==> config.mk <==
export PLATFORM = sky130hd
export DESIGN_NAME = bank_q_top
export DESIGN_NICKNAME = d
export VERILOG_FILES = /design/src/bank_q_pkg.sv /design/src/q_fast_ready.sv /design/src/bank_steer.sv /design/src/rr_drain.sv /design/src/bank_q_top.sv
export VERILOG_INCLUDE_DIRS = /design/src
export SDC_FILE = /design/constraint.sdc
export NUM_CORES = 1
export LEC_CHECK = 0
export BUFFER_PORTS_ARGS = -buffer_cell sky130_fd_sc_hd__buf_2
export CORE_MARGIN = 2
export CORE_UTILIZATION = 50
export DETAILED_ROUTE_END_ITERATION = 12
export PLACE_DENSITY = 0.66
export SYNTH_ARGS = -nofsm -noshare
export SYNTH_HDL_FRONTEND = slang
export SYNTH_SLANG_ARGS = --single-unit
export TNS_END_PERCENT = 50
==> constraint.sdc <==
create_clock -name CLK -period 10.5 [get_ports CLK]
set_clock_uncertainty 0.05 [all_clocks]
set_input_delay 2.1 -clock CLK [delete_from_list [all_inputs] [get_ports CLK]]
set_output_delay 2.1 -clock CLK [all_outputs]
set_load 0.02 [all_outputs]
==> src/bank_q_params.svh <==
`ifndef BANK_Q_PARAMS_SVH
`define BANK_Q_PARAMS_SVH

// ------------------------------------------------------------
// bank structure
// ------------------------------------------------------------

// number of banks and bank queues, power of two
`define BANK_Q_NUM_BANKS 4
// bank index width, log2 of the bank count
`define BANK_Q_BANK_W 2
// entries per bank queue
`define BANK_Q_DEPTH 4

// ------------------------------------------------------------
// request fields
// ------------------------------------------------------------

`define BANK_Q_ADDR_W 32
`define BANK_Q_DATA_W 32
`define BANK_Q_TAG_W 4

`endif

==> src/bank_q_pkg.sv <==
`include "bank_q_params.svh"

package bank_q_pkg;

    // ------------------------------------------------------------
    // request types
    // ------------------------------------------------------------

    // one request from the requester side
    typedef struct packed {
        logic [`BANK_Q_ADDR_W-1:0] addr;
        logic [`BANK_Q_DATA_W-1:0] data;
        // requester id, carried through untouched
        logic [`BANK_Q_TAG_W-1:0]  tag;
    } mem_req_t;

    // request leaving the buffer, with the bank that served it
    typedef struct packed {
        logic [`BANK_Q_BANK_W-1:0] bank;
        mem_req_t                  req;
    } bank_req_t;

    // ------------------------------------------------------------
    // widths for convenience
    // ------------------------------------------------------------

    localparam int MEM_REQ_W  = $bits(mem_req_t);
    localparam int BANK_REQ_W = $bits(bank_req_t);

endpackage

==> src/q_fast_ready.sv <==
`timescale 1ns/1ns

module q_fast_ready #(
    parameter type DATA_T = logic [31:0],
    parameter int NUM_ENTRIES = 4
) (
    input  logic  CLK,
    input  logic  nRST,

    // enqueue side
    input  logic  enq_valid,
    input  DATA_T enq_data,
    output logic  enq_ready,

    // dequeue side
    output logic  deq_valid,
    output DATA_T deq_data,
    input  logic  deq_ready
);

    // pointer width, at least one bit
    localparam int PTR_W = (NUM_ENTRIES > 1) ? $clog2(NUM_ENTRIES) : 1;

    // ------------------------------------------------------------
    // storage and pointers
    // ------------------------------------------------------------

    DATA_T q_entries [NUM_ENTRIES];

    logic [PTR_W-1:0] enq_ptr;
    logic [PTR_W-1:0] enq_ptr_next;
    logic [PTR_W-1:0] deq_ptr;
    logic [PTR_W-1:0] deq_ptr_next;

    logic enq_fire;
    logic deq_fire;

    assign enq_fire = enq_valid & enq_ready;
    assign deq_fire = deq_valid & deq_ready;

    // wrap explicitly so non power of two depths work too
    assign enq_ptr_next = (enq_ptr == PTR_W'(NUM_ENTRIES - 1)) ? '0 : enq_ptr + PTR_W'(1);
    assign deq_ptr_next = (deq_ptr == PTR_W'(NUM_ENTRIES - 1)) ? '0 : deq_ptr + PTR_W'(1);

    assign deq_data = q_entries[deq_ptr];

    // ------------------------------------------------------------
    // entry write
    // ------------------------------------------------------------

    always_ff @(posedge CLK) begin
        if (enq_fire) begin
            q_entries[enq_ptr] <= enq_data;
        end
    end

    // ------------------------------------------------------------
    // pointers and registered handshake
    // ------------------------------------------------------------

    always_ff @(posedge CLK) begin
        if (!nRST) begin
            enq_ptr   <= '0;
            deq_ptr   <= '0;
            enq_ready <= 1'b1;
            deq_valid <= 1'b0;
        end else begin
            if (enq_fire) begin
                enq_ptr <= enq_ptr_next;
            end
            if (deq_fire) begin
                deq_ptr <= deq_ptr_next;
            end

            // enqueue only, full once the write pointer meets the read pointer
            if (enq_fire && !deq_fire) begin
                enq_ready <= (enq_ptr_next != deq_ptr);
                deq_valid <= 1'b1;
            end

            // dequeue only, empty once the read pointer catches up
            if (deq_fire && !enq_fire) begin
                enq_ready <= 1'b1;
                deq_valid <= (deq_ptr_next != enq_ptr);
            end
            // both at once leaves the occupancy unchanged
        end
    end

endmodule

==> src/bank_steer.sv <==
`timescale 1ns/1ns
`include "bank_q_params.svh"

module bank_steer (
    // incoming request stream
    input  logic                         req_valid,
    input  bank_q_pkg::mem_req_t         req,
    output logic                         req_ready,

    // per bank queue enqueue ports
    output logic [`BANK_Q_NUM_BANKS-1:0] enq_valid,
    output bank_q_pkg::mem_req_t         enq_data,
    input  logic [`BANK_Q_NUM_BANKS-1:0] enq_ready
);

    localparam int NUM_BANKS = `BANK_Q_NUM_BANKS;
    localparam int BANK_W    = `BANK_Q_BANK_W;

    logic [BANK_W-1:0] bank_sel;

    // ------------------------------------------------------------
    // bank hash
    // ------------------------------------------------------------

    // fold two address fields so strided streams spread out
    assign bank_sel = req.addr[3:2] ^ req.addr[5:4];

    // ------------------------------------------------------------
    // routing
    // ------------------------------------------------------------

    // payload goes to every queue, only the selected one sees valid
    assign enq_data = req;

    always_comb begin
        enq_valid = '0;
        for (int i = 0; i < NUM_BANKS; i++) begin
            if (bank_sel == BANK_W'(i)) begin
                enq_valid[i] = req_valid;
            end
        end
    end

    // ready follows the selected queue only
    assign req_ready = enq_ready[bank_sel];

endmodule

==> src/rr_drain.sv <==
`timescale 1ns/1ns
`include "bank_q_params.svh"

module rr_drain (
    input  logic                                                CLK,
    input  logic                                                nRST,

    // bank queue dequeue ports
    input  logic [`BANK_Q_NUM_BANKS-1:0]                        deq_valid,
    input  bank_q_pkg::mem_req_t [`BANK_Q_NUM_BANKS-1:0]        deq_data,
    output logic [`BANK_Q_NUM_BANKS-1:0]                        deq_ready,

    // merged output stream
    output logic                                                out_valid,
    output bank_q_pkg::bank_req_t                               out,
    input  logic                                                out_ready
);

    localparam int NUM_BANKS = `BANK_Q_NUM_BANKS;
    localparam int BANK_W    = `BANK_Q_BANK_W;

    // bank with top priority this cycle
    logic [BANK_W-1:0] rr_ptr;

    logic [BANK_W-1:0] grant_idx;
    logic              grant_found;

    // ------------------------------------------------------------
    // grant search
    // ------------------------------------------------------------

    // first valid bank at or after the pointer, index wraps by width
    always_comb begin
        logic [BANK_W-1:0] idx;
        grant_found = 1'b0;
        grant_idx   = rr_ptr;
        for (int i = 0; i < NUM_BANKS; i++) begin
            idx = rr_ptr + BANK_W'(i);
            if (!grant_found && deq_valid[idx]) begin
                grant_found = 1'b1;
                grant_idx   = idx;
            end
        end
    end

    // ------------------------------------------------------------
    // output mux and dequeue
    // ------------------------------------------------------------

    assign out_valid = grant_found;
    assign out.bank  = grant_idx;
    assign out.req   = deq_data[grant_idx];

    always_comb begin
        deq_ready = '0;
        for (int i = 0; i < NUM_BANKS; i++) begin
            deq_ready[i] = grant_found && out_ready && (grant_idx == BANK_W'(i));
        end
    end

    // ------------------------------------------------------------
    // priority pointer
    // ------------------------------------------------------------

    // advance past the winner only when the output actually moves
    always_ff @(posedge CLK) begin
        if (!nRST) begin
            rr_ptr <= '0;
        end else if (out_valid && out_ready) begin
            rr_ptr <= grant_idx + BANK_W'(1);
        end
    end

endmodule

==> src/bank_q_top.sv <==
`timescale 1ns/1ns
`include "bank_q_params.svh"

module bank_q_top (
    input  logic                  CLK,
    input  logic                  nRST,

    // request input
    input  logic                  req_valid,
    input  bank_q_pkg::mem_req_t  req,
    output logic                  req_ready,

    // tagged request output
    output logic                  out_valid,
    output bank_q_pkg::bank_req_t out,
    input  logic                  out_ready
);

    // ------------------------------------------------------------
    // internal handshakes
    // ------------------------------------------------------------

    logic [`BANK_Q_NUM_BANKS-1:0]                 enq_valid;
    bank_q_pkg::mem_req_t                         enq_data;
    logic [`BANK_Q_NUM_BANKS-1:0]                 enq_ready;

    logic [`BANK_Q_NUM_BANKS-1:0]                 deq_valid;
    bank_q_pkg::mem_req_t [`BANK_Q_NUM_BANKS-1:0] deq_data;
    logic [`BANK_Q_NUM_BANKS-1:0]                 deq_ready;

    // ------------------------------------------------------------
    // steer, bank queues, drain
    // ------------------------------------------------------------

    bank_steer steer_i (
        .req_valid (req_valid),
        .req       (req),
        .req_ready (req_ready),
        .enq_valid (enq_valid),
        .enq_data  (enq_data),
        .enq_ready (enq_ready)
    );

    for (genvar b = 0; b < `BANK_Q_NUM_BANKS; b++) begin : g_bank
        q_fast_ready #(
            .DATA_T      (bank_q_pkg::mem_req_t),
            .NUM_ENTRIES (`BANK_Q_DEPTH)
        ) q_i (
            .CLK       (CLK),
            .nRST      (nRST),
            .enq_valid (enq_valid[b]),
            .enq_data  (enq_data),
            .enq_ready (enq_ready[b]),
            .deq_valid (deq_valid[b]),
            .deq_data  (deq_data[b]),
            .deq_ready (deq_ready[b])
        );
    end

    rr_drain drain_i (
        .CLK       (CLK),
        .nRST      (nRST),
        .deq_valid (deq_valid),
        .deq_data  (deq_data),
        .deq_ready (deq_ready),
        .out_valid (out_valid),
        .out       (out),
        .out_ready (out_ready)
    );

endmodule

==> metrics.md <==
| Metric | Value |
|---|---|
| Status | `finished, final reports clean` |
| Critical path class | `flop to output port` |
| Non-Filler Instances | `3323` |
| Number of hold buffers added after cts | `0` |
| Routability cong. | `0.7279` |
| Worst EP arrival | `3.80 ns` |
| Minimum clock period | `5.954 ns` |
| RSZ-0062 raised after global routing | `no` |
| Cell area after synthesis | `43590 um^2` |
| CTS tree | `built` |
| Worst-Skew Late Latency | `0.65 ns` |
| Vias in the first global route | `20.61k` |
| Worst path slowest cell | `dfxtp_4` |
| PortBufs | `143` |
| Placed Cells | `3118` |
| Multi-input logic area | `9559 um^2` |
| Post-Synth XOR/XNOR Area | `0.003817` |
| Global-route wire length before repair | `137200 um` |
| Die X-Extent | `299.3 um` |
| Design Power | `10.00 mW` |
| Critical Path Most Common Cell | `mux2i_1` |
| Simple-gate area share of the yosys netlist | `0.01131` |
| Adder-cell share of the synthesized area | `0.008037` |
| Startpoint Class | `flop` |
| Required @ worst endpoint | `8.35 ns` |
| Worst slew margin | `0.2894` |
| Post-synthesis net count | `1984` |
| Largest family of logic cells by synthesized area | `multiplexers` |
| Leak | `16.14 nW` |
| Met2 usage | `0.3610` |
| #FFs+latches synth | `1122` |
| Busiest grt layer | `met2` |
| Post-CTS setup buffer count | `0` |
| Asr flop ratio synth | `0` |
| Number of synthesized flops with an enable pin | `1088` |
| Mean Syn Cell Area | `23.14 um^2` |
| Post-cts resize count | `0` |
| Worst vdd ir | `0.1336 mV` |
| Gr ovfl total | `0` |
| FF+latch area | `33380 um^2` |
| Pwr/cell area | `204.6 nW/um^2` |
| Post-synth top area share | `0.7495` |
| Die area | `89560 um^2` |
| CTS root buf | `clkbuf_16` |
| Final hold slack | `0.4655 ns` |
| CP endpoint kind | `output port` |
| Global Route met1 Usage | `0.2883` |
| Post-synth top cells | `edfxtp_1, mux4_2, mux2i_1` |
| Ys flop type | `edfxtp_1` |
| Via count | `19.56k` |
| Hold crit path type | `flop to flop` |
| Dominant cells by area after synthesis | `edfxtp_1, mux4_2, mux2i_1` |
| H-tree levels | `3` |
| HPWL Detailed | `47290 um` |
| Drt pass-1 iters | `5` |
| Final Cycle Share | `0.5670` |
| Largest net degree at the start of global routing | `88` |
| Post-DRT Antenna Nets | `0` |
| Final Setup Violations | `0` |
| CTS Buf Count | `110` |
| # IOs | `144` |
| Wire length per cell | `28.15 um` |
| Max Cap Violations | `0` |
| Die Height | `299.3 um` |
| CP cell instances | `buf_4 -> mux4_2 -> mux2i_1 -> mux2i_1 -> buf_2` |
| Fillers | `6301` |
| Clk buf depth | `3` |
| Distinct cells, synth | `34` |
| Count leader, synth | `edfxtp_1` |
| CP peak stage delay | `1.04 ns` |
| Synth area leader | `edfxtp_1` |
| Area Overhead vs Synth | `12.15%` |
| Initial antenna violation count | `14` |
| Fin. Hold Viols | `0` |
| Clock-pin slew on the worst setup and hold paths | `0.06 ns` |
| Crit-path max FO | `40` |
| Max Fclk | `168.0 MHz` |
| Pins Over Slew Limit | `0` |
| Multiplexer share of the synthesized area | `0.1916` |
| Drt total wl | `93540 um` |
| Remaining DRCs | `0` |
| Worst-Margin Slew | `1.066 ns` |
| Synth Area in Compound Gates | `0.003301` |
| Sequential area share after synthesis | `0.7651` |
| Via-to-Cell Ratio | `5.886` |
| Core footprint | `86620 um^2` |
| Cells after Synth | `1884` |
| M3 GR Usage | `0.03443` |
| GRT Resource Usage Total | `0.2120` |
| Nets | `2175` |
| Std-Cell Rows | `108` |
| YS warnings | `0` |
| Share of layout cells above drive strength 1 | `0.2939` |
| CTS sink count | `1122` |
| Starting density of the core | `0.5033` |
| Setup TNS | `0 ns` |
| Detailed router's first-iteration violation count | `1814` |
-- through the flow --
step                worst slack (ns)  instance area [um^2]  utilization
floorplan                      5.230                 43590            -
global placement               4.811                 45410       0.5243
detailed placement             4.782                 45410       0.5243
CTS                            4.397                 48880       0.5643
global route                   4.299                 48880       0.5643
finish                         4.546                 48890       0.5644
-- critical path, delay by kind of cell (launching register included) --
| kind | cells | cell delay (ns) |
|---|---|---|
| flops | 1 | 1.04 |
| mux | 3 | 1.03 |
| buf+inv | 2 | 1.02 |
-- flip-flops by register name, indices dropped and copies added (netlist names), named ones only --
name and flops:
g_bank.q_i.q_entries 1088, g_bank.q_i.deq_ptr 8, g_bank.q_i.enq_ptr 8, g_bank.q_i.deq_valid 4
g_bank.q_i.enq_ready 4, drain_i.rr_ptr 2
-- logic make-up after synthesis --
group	after synthesis
AOI/OAI and AO/OA	21
DFF	1122
xor gates and xnor gates	19
and+or+nand+nor	85
buffers and inverters	116
adders and majority gates	28
muxes	493
-- routing by layer --
metal / part of all wire / wire [um]
met2: 0.51 / 48020
met5: 0.0013 / 117
met3: 0.056 / 5248
met1: 0.41 / 38540
met4: 0.017 / 1609
-- cell usage in the layout (no fill, tap or decap), types with 3 or more instances in the layout --
cell       count
o21ai_0       10
buf_2        143
clkinv_1      28
nor2b_1       10
bufinv_16      8
clkinv_2      25
a31oi_1        5
inv_1         22
nand2_1       24
dfxtp_1       26
nor3_4         4
diode_2        4
ha_1          28
clkinv_4       4
nor2_1        12
xnor2_1       15
mux4_2       273
nand2b_1       3
clkbuf_16    111
clkbuf_1      18
nand3_1        5
clkinv_8       4
nand3b_1       4
and2_4        16
dfxtp_4        8
edfxtp_1    1088
mux2i_1      220
buf_4         27
xor2_1         4
-- power breakdown --
group	leakage (nW)	internal [mW]	switching, mW	total (mW)
Clock	1.70	2.13	1.63	3.76
Sequential	10.1	4.99	0.0611	5.05
Combinational	4.33	0.457	0.733	1.19
-- worst paths after layout --
| check | from | endpoint | slack, ns | depth (start not counted) |
|---|---|---|---|---|
| worst max-delay path | flop | out[16] | 4.55 | 5 |
| worst max register to register | g_bank[3].q_i.deq_valid$_SDFFE_PN0P_ | g_bank[0].q_i.deq_valid$_SDFFE_PN0P_ | 7.42 | 10 |
| worst min-delay path | g_bank[0].q_i.deq_ptr[1]$_SDFFE_PN0N_ | flop | 0.47 | 2 |
| worst min register to register | g_bank[0].q_i.deq_ptr[1]$_SDFFE_PN0N_ | flop | 0.47 | 2 |
-- final cells by class --
type                            count  share of cell area
Sequential cell                  1122              0.6828
Multi-Input combinational cell    646              0.1955
Clock buffer                      129             0.05820
Tap cell                         1155             0.02956
Timing Repair Buffer              171             0.01920
Clock inverter                     72             0.01262
Inverter                           24            0.001843
Antenna cell                        4           0.0002048
(Power assumes the default switching activity.)
